File: config.mk
export PLATFORM = sky130hd
export DESIGN_NAME = reg_unit
export DESIGN_NICKNAME = d
export VERILOG_FILES = /design/src/hw/reg_pkg.sv /design/src/hw/reg_bus_mux.sv /design/src/hw/reg_control.sv /design/src/hw/reg_file.sv /design/src/hw/reg_unit.sv
export VERILOG_INCLUDE_DIRS = /design/src /design/src/hw
export SDC_FILE = /design/constraint.sdc
export NUM_CORES = 1
export LEC_CHECK = 0
export BUFFER_PORTS_ARGS = -buffer_cell sky130_fd_sc_hd__buf_2
export CORE_MARGIN = 2
export CORE_UTILIZATION = 55
export DETAILED_ROUTE_END_ITERATION = 6
export GPL_ROUTABILITY_DRIVEN = 1
export PLACE_DENSITY = 0.73
export RECOVER_POWER = 50
export REMOVE_ABC_BUFFERS = 1
export SLEW_MARGIN = 20
export SYNTH_ARGS = -nofsm -noshare
export SYNTH_HDL_FRONTEND = slang
export SYNTH_SLANG_ARGS = --single-unit
File: constraint.sdc
create_clock -name clk -period 5.25 [get_ports clk]
set_input_delay 0.7875 -clock clk [delete_from_list [all_inputs] [get_ports clk]]
set_output_delay 0.7875 -clock clk [all_outputs]
set_load 0.01 [all_outputs]
File: src/hw/reg_defs.svh
/* widths and counts shared by the register section
   data lane, register pair, gp selector and physical pair count */

`ifndef REG_DEFS_SVH
`define REG_DEFS_SVH

// ----------------------------------------------------------
// data path widths
// ----------------------------------------------------------

`define REG_DATA_W 8                    // one byte lane of the data bus

`define REG_PAIR_W 16                   // hi and lo byte of a pair

// ----------------------------------------------------------
// selection
// ----------------------------------------------------------

`define REG_SEL_W 3                     // gp selector: B C D E H L A F

// af, bc, de, hl in both banks, plus ix, iy, sp, wz, pc, ir
`define REG_NUM_PAIRS 14

`endif

File: src/hw/reg_pkg.sv
/* register section types
   gp selector codes, physical pair index and exchange bank state */

`include "reg_defs.svh"

package reg_pkg;

    // ----------------------------------------------------------
    // gp selector, upper bits pick the pair, bit 0 picks the byte
    // ----------------------------------------------------------
    typedef enum logic [`REG_SEL_W-1:0] {
        SEL_B = 3'b000,                 // bc high
        SEL_C = 3'b001,                 // bc low
        SEL_D = 3'b010,                 // de high
        SEL_E = 3'b011,                 // de low
        SEL_H = 3'b100,                 // hl high
        SEL_L = 3'b101,                 // hl low
        SEL_A = 3'b110,                 // af high
        SEL_F = 3'b111                  // af low
    } gp_sel_e;

    // physical pairs as stored in the register file
    typedef enum logic [$clog2(`REG_NUM_PAIRS)-1:0] {
        PAIR_AF, PAIR_AF2,
        PAIR_BC, PAIR_BC2,
        PAIR_DE, PAIR_DE2,
        PAIR_HL, PAIR_HL2,
        PAIR_IX, PAIR_IY,
        PAIR_SP,
        PAIR_WZ, PAIR_PC, PAIR_IR       // system pairs, own lane selects
    } pair_e;

    // state of one exchange flop
    typedef enum logic {
        BANK_MAIN = 1'b0,
        BANK_ALT  = 1'b1
    } bank_e;

endpackage

File: src/hw/reg_bus_mux.sv
/* data bus driver: lane enables and byte steering
   from the gp and system read ports onto the output lanes */

`include "reg_defs.svh"

module reg_bus_mux (
    input  logic [`REG_PAIR_W-1:0] gp_rd_pair,
    input  logic [`REG_PAIR_W-1:0] sys_rd_pair,
    input  logic                   reg_sel_gp_hi,
    input  logic                   reg_sel_gp_lo,
    input  logic                   reg_sel_sys_hi,
    input  logic                   reg_sel_sys_lo,
    input  logic                   reg_gp_oe,
    input  logic                   reg_sys_oe,
    output logic [`REG_DATA_W-1:0] db_hi_out,
    output logic [`REG_DATA_W-1:0] db_lo_out,
    output logic                   db_hi_oe,
    output logic                   db_lo_oe
);

    logic gp_hi_en, gp_lo_en;           // gp port owns the lane
    logic sys_hi_en, sys_lo_en;         // sys port owns the lane

    // byte for one lane, zero when nobody drives it
    function automatic logic [`REG_DATA_W-1:0] lane_byte(
        input logic                   gp_en,
        input logic                   sys_en,
        input logic [`REG_DATA_W-1:0] gp_byte,
        input logic [`REG_DATA_W-1:0] sys_byte
    );
        if (gp_en)
            return gp_byte;
        else if (sys_en)
            return sys_byte;
        return '0;
    endfunction

    // ----------------------------------------------------------
    // lane enables
    // ----------------------------------------------------------
    assign gp_hi_en  = reg_gp_oe & reg_sel_gp_hi;
    assign gp_lo_en  = reg_gp_oe & reg_sel_gp_lo;
    assign sys_hi_en = reg_sys_oe & reg_sel_sys_hi;
    assign sys_lo_en = reg_sys_oe & reg_sel_sys_lo;

    assign db_hi_oe = gp_hi_en | sys_hi_en;
    assign db_lo_oe = gp_lo_en | sys_lo_en;

    // ----------------------------------------------------------
    // lane data
    // ----------------------------------------------------------
    assign db_hi_out = lane_byte(gp_hi_en, sys_hi_en,
                                 gp_rd_pair[`REG_PAIR_W-1:`REG_DATA_W],
                                 sys_rd_pair[`REG_PAIR_W-1:`REG_DATA_W]);
    assign db_lo_out = lane_byte(gp_lo_en, sys_lo_en,
                                 gp_rd_pair[`REG_DATA_W-1:0],
                                 sys_rd_pair[`REG_DATA_W-1:0]);

endmodule

File: src/hw/reg_control.sv
/* register control: exchange flops and decode of selector and strobes
   into one-hot physical pair selects, lane selects, enables and write */

`include "reg_defs.svh"

module reg_control import reg_pkg::*; (
    input  logic    clk,
    input  logic    arst_n,
    input  gp_sel_e reg_sel,            // B..F code
    input  logic    ctl_reg_exx,        // exx pulse
    input  logic    ctl_reg_ex_af,      // ex af,af' pulse
    input  logic    ctl_reg_ex_de_hl,   // ex de,hl pulse
    input  logic    ctl_reg_use_ixiy,   // index reg replaces hl
    input  logic    ctl_reg_use_ix,     // ix rather than iy
    input  logic    ctl_reg_use_sp,     // sp replaces af
    input  logic    ctl_reg_sel_gp,
    input  logic    ctl_reg_sel_gp_16,  // both lanes
    input  logic    ctl_reg_sel_wz,
    input  logic    ctl_reg_sel_pc,
    input  logic    ctl_reg_sel_ir,
    input  logic    ctl_reg_sel_sys_hi,
    input  logic    ctl_reg_sel_sys_lo,
    input  logic    ctl_reg_gp_oe,
    input  logic    ctl_reg_sys_oe,
    input  logic    ctl_sw_4d,          // downstream switch, write strobe
    output logic    reg_sel_af,
    output logic    reg_sel_af2,
    output logic    reg_sel_bc,
    output logic    reg_sel_bc2,
    output logic    reg_sel_de,
    output logic    reg_sel_de2,
    output logic    reg_sel_hl,
    output logic    reg_sel_hl2,
    output logic    reg_sel_ix,
    output logic    reg_sel_iy,
    output logic    reg_sel_sp,
    output logic    reg_sel_wz,
    output logic    reg_sel_pc,
    output logic    reg_sel_ir,
    output logic    reg_sel_gp_hi,
    output logic    reg_sel_gp_lo,
    output logic    reg_sel_sys_hi,
    output logic    reg_sel_sys_lo,
    output logic    reg_gp_oe,
    output logic    reg_sys_oe,
    output logic    reg_we
);

    bank_e exx_bank;                    // main or alt bc/de/hl
    bank_e af_bank;                     // main or alt af
    bank_e de_hl_swap [2];              // one swap flop per exx bank

    logic  log_bc, log_de, log_hl, log_af;  // pair named by the selector
    logic  swp_de, swp_hl;              // after de/hl swap
    logic  alt_exx, alt_af, swap_on;
    logic  use_idx;
    logic  sys_any;

    function automatic bank_e flip(input bank_e b);
        return (b == BANK_MAIN) ? BANK_ALT : BANK_MAIN;
    endfunction

    // ----------------------------------------------------------
    // exchange flops
    // ----------------------------------------------------------
    always_ff @(posedge clk or negedge arst_n) begin
        if (!arst_n) begin
            exx_bank      <= BANK_MAIN;
            af_bank       <= BANK_MAIN;
            de_hl_swap[0] <= BANK_MAIN;
            de_hl_swap[1] <= BANK_MAIN;
        end else begin
            if (ctl_reg_exx)
                exx_bank <= flip(exx_bank);
            if (ctl_reg_ex_af)
                af_bank <= flip(af_bank);
            if (ctl_reg_ex_de_hl)   // only the bank in use at the edge
                de_hl_swap[exx_bank] <= flip(de_hl_swap[exx_bank]);
        end
    end

    assign alt_exx = (exx_bank == BANK_ALT);
    assign alt_af  = (af_bank == BANK_ALT);
    assign swap_on = (de_hl_swap[exx_bank] == BANK_ALT);

    // ----------------------------------------------------------
    // gp decode
    // ----------------------------------------------------------
    always_comb begin
        log_bc = 1'b0;
        log_de = 1'b0;
        log_hl = 1'b0;
        log_af = 1'b0;
        if (ctl_reg_sel_gp) begin
            unique case (reg_sel)
                SEL_B, SEL_C: log_bc = 1'b1;
                SEL_D, SEL_E: log_de = 1'b1;
                SEL_H, SEL_L: log_hl = 1'b1;
                default:      log_af = 1'b1;    // A, F
            endcase
        end
    end

    assign swp_de  = swap_on ? log_hl : log_de;
    assign swp_hl  = swap_on ? log_de : log_hl;
    assign use_idx = swp_hl & ctl_reg_use_ixiy;     // substitution after the swap

    assign reg_sel_bc  = log_bc & ~alt_exx;
    assign reg_sel_bc2 = log_bc &  alt_exx;
    assign reg_sel_de  = swp_de & ~alt_exx;
    assign reg_sel_de2 = swp_de &  alt_exx;
    assign reg_sel_hl  = swp_hl & ~ctl_reg_use_ixiy & ~alt_exx;
    assign reg_sel_hl2 = swp_hl & ~ctl_reg_use_ixiy &  alt_exx;
    assign reg_sel_ix  = use_idx &  ctl_reg_use_ix;
    assign reg_sel_iy  = use_idx & ~ctl_reg_use_ix;
    assign reg_sel_sp  = log_af &  ctl_reg_use_sp;
    assign reg_sel_af  = log_af & ~ctl_reg_use_sp & ~alt_af;
    assign reg_sel_af2 = log_af & ~ctl_reg_use_sp &  alt_af;

    // gp lanes, bit 0 low means high byte
    assign reg_sel_gp_hi = ctl_reg_sel_gp & (ctl_reg_sel_gp_16 | ~reg_sel[0]);
    assign reg_sel_gp_lo = ctl_reg_sel_gp & (ctl_reg_sel_gp_16 |  reg_sel[0]);

    // ----------------------------------------------------------
    // system pairs, direct selects
    // ----------------------------------------------------------
    assign reg_sel_wz     = ctl_reg_sel_wz;
    assign reg_sel_pc     = ctl_reg_sel_pc;
    assign reg_sel_ir     = ctl_reg_sel_ir;
    assign reg_sel_sys_hi = ctl_reg_sel_sys_hi;
    assign reg_sel_sys_lo = ctl_reg_sel_sys_lo;
    assign sys_any        = ctl_reg_sel_wz | ctl_reg_sel_pc | ctl_reg_sel_ir;

    // enables and write only with something selected
    assign reg_gp_oe  = ctl_reg_gp_oe & ctl_reg_sel_gp;
    assign reg_sys_oe = ctl_reg_sys_oe & sys_any;
    assign reg_we     = ctl_sw_4d & (ctl_reg_sel_gp | sys_any);

endmodule

File: src/hw/reg_file.sv
/* register file: storage of all physical pairs, byte-lane writes,
   one gp read port and one system read port */

`include "reg_defs.svh"

module reg_file import reg_pkg::*; (
    input  logic                   clk,
    input  logic                   arst_n,
    input  logic                   reg_sel_af,
    input  logic                   reg_sel_af2,
    input  logic                   reg_sel_bc,
    input  logic                   reg_sel_bc2,
    input  logic                   reg_sel_de,
    input  logic                   reg_sel_de2,
    input  logic                   reg_sel_hl,
    input  logic                   reg_sel_hl2,
    input  logic                   reg_sel_ix,
    input  logic                   reg_sel_iy,
    input  logic                   reg_sel_sp,
    input  logic                   reg_sel_wz,
    input  logic                   reg_sel_pc,
    input  logic                   reg_sel_ir,
    input  logic                   reg_sel_gp_hi,
    input  logic                   reg_sel_gp_lo,
    input  logic                   reg_sel_sys_hi,
    input  logic                   reg_sel_sys_lo,
    input  logic                   reg_we,
    input  logic [`REG_DATA_W-1:0] db_hi_in,
    input  logic [`REG_DATA_W-1:0] db_lo_in,
    output logic [`REG_PAIR_W-1:0] gp_rd_pair,
    output logic [`REG_PAIR_W-1:0] sys_rd_pair
);

    localparam int N = `REG_NUM_PAIRS;

    // pairs written through the system lane selects
    localparam logic [N-1:0] SYS_MASK = (N'(1) << PAIR_WZ) |
                                        (N'(1) << PAIR_PC) |
                                        (N'(1) << PAIR_IR);

    logic [`REG_PAIR_W-1:0] regs [N];   // indexed by pair_e
    logic [N-1:0]           pair_sel;   // one-hot gp + one-hot sys
    logic [N-1:0]           wr_hi;
    logic [N-1:0]           wr_lo;

    // ----------------------------------------------------------
    // select vector in pair_e order
    // ----------------------------------------------------------
    always_comb begin
        pair_sel           = '0;
        pair_sel[PAIR_AF]  = reg_sel_af;
        pair_sel[PAIR_AF2] = reg_sel_af2;
        pair_sel[PAIR_BC]  = reg_sel_bc;
        pair_sel[PAIR_BC2] = reg_sel_bc2;
        pair_sel[PAIR_DE]  = reg_sel_de;
        pair_sel[PAIR_DE2] = reg_sel_de2;
        pair_sel[PAIR_HL]  = reg_sel_hl;
        pair_sel[PAIR_HL2] = reg_sel_hl2;
        pair_sel[PAIR_IX]  = reg_sel_ix;
        pair_sel[PAIR_IY]  = reg_sel_iy;
        pair_sel[PAIR_SP]  = reg_sel_sp;
        pair_sel[PAIR_WZ]  = reg_sel_wz;
        pair_sel[PAIR_PC]  = reg_sel_pc;
        pair_sel[PAIR_IR]  = reg_sel_ir;
    end

    // byte enables per pair, lane select by pair class
    assign wr_hi = pair_sel & ((SYS_MASK & {N{reg_sel_sys_hi}}) |
                               (~SYS_MASK & {N{reg_sel_gp_hi}}));
    assign wr_lo = pair_sel & ((SYS_MASK & {N{reg_sel_sys_lo}}) |
                               (~SYS_MASK & {N{reg_sel_gp_lo}}));

    // ----------------------------------------------------------
    // storage
    // ----------------------------------------------------------
    always_ff @(posedge clk or negedge arst_n) begin
        if (!arst_n) begin
            for (int i = 0; i < N; i++)
                regs[i] <= '0;          // all pairs start at zero
        end else if (reg_we) begin
            for (int i = 0; i < N; i++) begin
                if (wr_hi[i])
                    regs[i][`REG_PAIR_W-1:`REG_DATA_W] <= db_hi_in;
                if (wr_lo[i])
                    regs[i][`REG_DATA_W-1:0] <= db_lo_in;
            end
        end
    end

    // ----------------------------------------------------------
    // read ports, or of one-hot selected pairs
    // ----------------------------------------------------------
    always_comb begin
        gp_rd_pair  = '0;
        sys_rd_pair = '0;
        for (int i = 0; i < N; i++) begin
            if (pair_sel[i] && !SYS_MASK[i])
                gp_rd_pair = gp_rd_pair | regs[i];
            if (pair_sel[i] && SYS_MASK[i])
                sys_rd_pair = sys_rd_pair | regs[i];
        end
    end

endmodule

File: src/hw/reg_unit.sv
/* register section top: control, register file and data bus driver */

`include "reg_defs.svh"

module reg_unit import reg_pkg::*; (
    input  logic                   clk,
    input  logic                   arst_n,
    input  gp_sel_e                reg_sel,
    input  logic                   ctl_reg_exx,
    input  logic                   ctl_reg_ex_af,
    input  logic                   ctl_reg_ex_de_hl,
    input  logic                   ctl_reg_use_ixiy,
    input  logic                   ctl_reg_use_ix,
    input  logic                   ctl_reg_use_sp,
    input  logic                   ctl_reg_sel_gp,
    input  logic                   ctl_reg_sel_gp_16,
    input  logic                   ctl_reg_sel_wz,
    input  logic                   ctl_reg_sel_pc,
    input  logic                   ctl_reg_sel_ir,
    input  logic                   ctl_reg_sel_sys_hi,
    input  logic                   ctl_reg_sel_sys_lo,
    input  logic                   ctl_reg_gp_oe,
    input  logic                   ctl_reg_sys_oe,
    input  logic                   ctl_sw_4d,
    input  logic [`REG_DATA_W-1:0] db_hi_in,
    input  logic [`REG_DATA_W-1:0] db_lo_in,
    output logic [`REG_DATA_W-1:0] db_hi_out,
    output logic [`REG_DATA_W-1:0] db_lo_out,
    output logic                   db_hi_oe,
    output logic                   db_lo_oe
);

    // ----------------------------------------------------------
    // control to file and bus driver
    // ----------------------------------------------------------
    logic reg_sel_af, reg_sel_af2, reg_sel_bc, reg_sel_bc2;
    logic reg_sel_de, reg_sel_de2, reg_sel_hl, reg_sel_hl2;
    logic reg_sel_ix, reg_sel_iy, reg_sel_sp;
    logic reg_sel_wz, reg_sel_pc, reg_sel_ir;
    logic reg_sel_gp_hi, reg_sel_gp_lo;            // gp lanes
    logic reg_sel_sys_hi, reg_sel_sys_lo;          // system lanes
    logic reg_gp_oe, reg_sys_oe;
    logic reg_we;

    // file to bus driver
    logic [`REG_PAIR_W-1:0] gp_rd_pair;
    logic [`REG_PAIR_W-1:0] sys_rd_pair;

    reg_control reg_control_inst (.*);  // decode and exchange state

    reg_file reg_file_inst (.*);        // pair storage

    reg_bus_mux reg_bus_mux_inst (.*);  // output lanes

endmodule

Yosys cells after proc, flatten, opt, wreduce, memory -nomap -nowiden:

Cells that the tools add are included.

* register bits after elaboration: 228
* bits in latches: 0
* RAM bits: 0
* ROM bits: 0
* output and inout port bits: 18
* memories: 0

* add/sub/neg operators: 0
* multipliers: 0
* div/mod/pow operators: 0
* order comparisons: 2
* equality and inequality tests: 5
* shifts and indexed selects: 0
* mux-type cells: 43
* bitwise gates (word level): 53
* reductions and logical operators: 34

Operator list (number)
* 2-to-1 mux 16 bit: 14
* OR 16 bit: 12
* AND reduction 2 bit: 28
* 2-to-1 mux 8 bit: 6
* bitwise AND 14 bit: 2
* OR 14 x 11 -> 14 bit: 2
* bitwise AND 1 bit: 23
* 2-to-1 mux 1 bit: 21
* OR 1 bit: 7
* == test 3 x 2 -> 1 bit, second input constant: 2
* == test 3 bit, second input constant: 2
* NOT 1 bit: 6
* OR reduction 2 bit: 3
* OR reduction 6 bit: 1
* == test 3 x 1 -> 1 bit, second input constant: 1
* zero test 3 bit: 1
* bitwise mux 2 bit: 1
* >= comparator 2 bit, second input constant: 1
* < comparator 2 x 1 -> 1 bit, second input constant: 1
* NOT 1 -> 2 bit: 1
* demux 1 bit (select 1 bit): 1
* logical AND 1 bit: 1

Logic depth before layout (Yosys ltp):

* word-level depth: 29
* mapped depth: 7
* gate-level depth less buffers: 4

Cells and area by module:

Synthesis repeated with hierarchy kept, for this count alone.

* cell total of the unflattened synthesis: 761
* area, all modules: 10334.9 µm²

By module, submodules not included
* reg_file: times used 1, cells each 654, area each 9531.6 µm², sequential area each 5605.4 µm²
* reg_bus_mux: times used 1, cells each 62, area each 410.4 µm², sequential area each 0.0 µm²
* reg_control: times used 1, cells each 45, area each 392.9 µm², sequential area each 100.1 µm²

Worst setup path after synthesis:

OpenSTA, ideal clock, no wires.

* path kind: input -> output
* from: input port reg_sel[2]
* to: output port db_hi_out[0]
* arrival time: 2259 ps
* slack: 2203 ps
* stages: 6
* path buffers: 2
* cell sequence: buf_2 > or3b_2 > a21oi_4 > buf_2 > a222oi_1 > a41oi_1

* longest elaborated chain between the ends: 29

RTL lines
* from (decl): RTL line reg_unit.sv:8 `input gp_sel_e reg_sel,`
* == test 3 x 1 -> 1 bit (tied with other cells): RTL line reg_control.sv:95 `unique case (reg_sel)`
* OR reduction 6 bit (no line)
* 2-to-1 mux 1 bit: RTL line reg_control.sv:95
* 2-to-1 mux 1 bit: RTL line reg_control.sv:94 `if (ctl_reg_sel_gp) begin`
* bitwise AND 1 bit: RTL line reg_control.sv:117, reg_control.sv:118
* bitwise AND 1 bit: RTL line reg_control.sv:117 `assign reg_sel_af = log_af & ~ctl_reg_use_sp & ~alt_af;`
* 2-to-1 mux 16 bit: RTL line reg_file.sv:97 `if (pair_sel[i] && !SYS_MASK[i])`
* OR 16 bit: RTL line reg_file.sv:98 `gp_rd_pair = gp_rd_pair | regs[i];`
* [13 not listed]
* OR 16 bit: RTL line reg_file.sv:98
* 2-to-1 mux 16 bit: RTL line reg_file.sv:97
* OR 16 bit: RTL line reg_file.sv:98
* 2-to-1 mux 16 bit: RTL line reg_file.sv:97
* OR 16 bit: RTL line reg_file.sv:98
* 2-to-1 mux 16 bit (*): RTL line reg_file.sv:97
* 2-to-1 mux 8 bit (*): RTL line reg_bus_mux.sv:31 `if (gp_en)`
* 2-to-1 mux 8 bit (*): RTL line reg_bus_mux.sv:35 `return '0;`
* to (decl): RTL line reg_unit.sv:27 `` output logic [`REG_DATA_W-1:0] db_hi_out, ``

Mark *: on every way between the ends. The rest lies on a longest branch, timed or not.

==> results.cfg <==
[status]
outcome = complete, but fails checks
violations = max-capacitance violations, max-slew violations

[worst_hold_path]
hold_class = in2reg

[pwr]
ir_worst_vdd_mv = 0.269
pwr-share-comb_pct = 20.6
p_leak_nw = 5.26
p_clk_share_pct = 29.4
p_seq_share_pct = 50.0
p_switching_mw = 1.43
swShare_pct = 27.9
finalPower_mw = 5.12
power_density_mw_per_mm2 = 442
p_int_mw = 3.69

[clock_tree]
cts_tree = yes
cts-buffers-inserted = 23
cts_setup_buffers = 0
root_buffer = clkbuf_16
clkTransAtPathRegs_ps = 60
cts_resized = 0
clock_sinks = 228
h-tree-depth = 1
cts_hold_buf = 0
clockBufferDepth = 3
insertion_delay_ps = 500

[setup_path]
criticalPathCategory = in2async
cp_max_fo = 90
critPathLaunchType = input pin
worstPathArrival_ps = 4210
cp-end-kind = async pin
worstPathRequired_ps = 5640

[drt]
vias = 6833
vias_per_cell = 6.55
wirelength_um = 24800
routedWlPerCell_um = 23.7
ant_nets = 0
firstDrtPassIters = 6
drc = 0
drt_iter0_drc = 438

[synthesis]
synthArstFlopShare_pct = 100
synth_ff_type = dfrtp_1
ys_seq_area_share_pct = 54.1
netlist_area_mm2 = 0.0105
synthAdderAreaFrac_pct = 0
netlist.area_leader.share_pct = 54.1
synth-edff-count = 0
yosys-top-cells-count = dfrtp_1, mux2_2, clkbuf_1
yosysMostFrequentCell = dfrtp_1
synth_xor_area_share_pct = 0.332
synth_top_cell_by_area = dfrtp_1
synth-compound-area-share_pct = 10.1
ys_top_cells_by_area = dfrtp_1, mux2_2, mux2i_1
yosys.area_share.simple_pct = 5.14
yosysUniqueCellTypes = 43
synthMuxAreaShare_pct = 27.7
synth_top_family_by_area = multiplexers
synthCells = 772
yosys_register_bits = 228
synth_area_per_cell_um2 = 13.7
ys_warn_count = 0

[final_layout]
num-nets-final = 832
drive_above_1_share_pct = 41.0
fin_util_pct = 61.7
final_area_mm2 = 0.0116
antennaDiodeCount = 0
syn_to_final_growth_pct = 9.79
instances_no_fill = 1043

[timing]
skew_ps = 7.93
worst_hold_slack_ps = 463
clock.fmax_ghz = 0.262
finalSetupViolCount = 0
period_share_pct = 72.7
worst_slew_pin_slew_ps = 2570
slew_headroom_pct = -71.5
report.final.slew_viol_count = 46
rsz0062_at_grt = no
finalSetupTns_ps = 0
finalHoldViolCount = 0
period_needed_ps = 3820
setup_slack_ps = 1430

[floorplan]
die_h_um = 142
rows = 50
io_pins = 55
die_x_um = 142
start_util_pct = 56.2
dieArea_mm2 = 0.0203
coreArea_mm2 = 0.0188

[global_route]
grt_pass1_wl_um = 39000
grt_use_total_pct = 24.9
grt_pass1_vias = 7038
grt_max_degree = 136
overflow = 0
antenna_found_initial = 0

[placed_design]
dp_cells = 1003
dp_worst_setup_slack_ps = 1760
finalWeightedCongestion = 0.888
dpl.hpwl_um = 16300
dpl_cell_area_mm2 = 0.0109
port_buffers = 54

[flow_run]
max_cap_violations = 1
## registers in the layout (all words and copies together) (netlist names)
name and cells:
reg_control_inst.af_bank 1, reg_control_inst.alt_exx 1, reg_control_inst.de_hl_swap 2, reg_file_inst.regs 224
## layer usage
metal	routed length, um	GRT usage (%)
met3	1220	3.87
met1	10600	33.4
met4	823	8.08
met5	0	0
met2	12100	41.7
## power groups by stage
stage,clock network [mW],registers (mW),logic [mW]
final,1.51,2.56,1.05
after global routing,1.60,2.62,1.15
after CTS,1.53,2.55,1.06
after detailed placement,0,2.58,1.05
after global placement,0,2.54,1.00
after floorplan,0,2.52,0.730
## layout by cell type, fill, tap and decap left out, types with 10 or more instances in the layout
cell type / n
dfrtp_1: 228
mux2_2: 224
buf_2: 50
mux2i_1: 26
a211oi_1: 25
a222oi_1: 23
clkbuf_16: 23
nor2b_1: 17
nand3_1: 14
nand2_1: 13
clkbuf_1: 10
## layout make-up
type                    instances  area, um2
clock buffers                  33        653
repair buffers                 60        325
clock inverters                 6       30.0
flip-flops and latches        228       5710
well taps                     234        293
multi-input cells             482       4570
fillers                      1465       7190
## worst max-delay path, stage by stage
cell and delay, ps:
clkbuf_1 1800, buf_16 400, clkbuf_2 1080
## path summary, 6_finish.rpt
| path | from | endpoint | slack [ps] | cells after the start |
|---|---|---|---|---|
| worst max register to register | reg_control_inst.alt_exx$_DFFE_PN0P_ | reg_file_inst.regs[68]$_DFFE_PN0P_ | 2380 | 5 |
| worst min-delay path | ctl_reg_ex_af | reg_control_inst.af_bank$_DFFE_PN0P_ | 460 | 2 |
| worst max-delay path | arst_n | reg_file_inst.regs[171]$_DFFE_PN0P_ | 1430 | 3 |
| max in group clk | reg_control_inst.alt_exx$_DFFE_PN0P_ | db_hi_out[6] | 1510 | 6 |
| min in group asynchronous | arst_n | reg_file_inst.regs[44]$_DFFE_PN0P_ | 1090 | 1 |
| worst min register to register | reg_file_inst.regs[112]$_DFFE_PN0P_ | reg_file_inst.regs[112]$_DFFE_PN0P_ | 500 | 1 |
## cells by family after synthesis
family	Yosys count
DFF	228
buffers and inverters	62
muxes	259
AOI/OAI and AO/OA	131
and+or+nand+nor	88
xor gates and xnor gates	4
(Power assumes the default switching activity.)
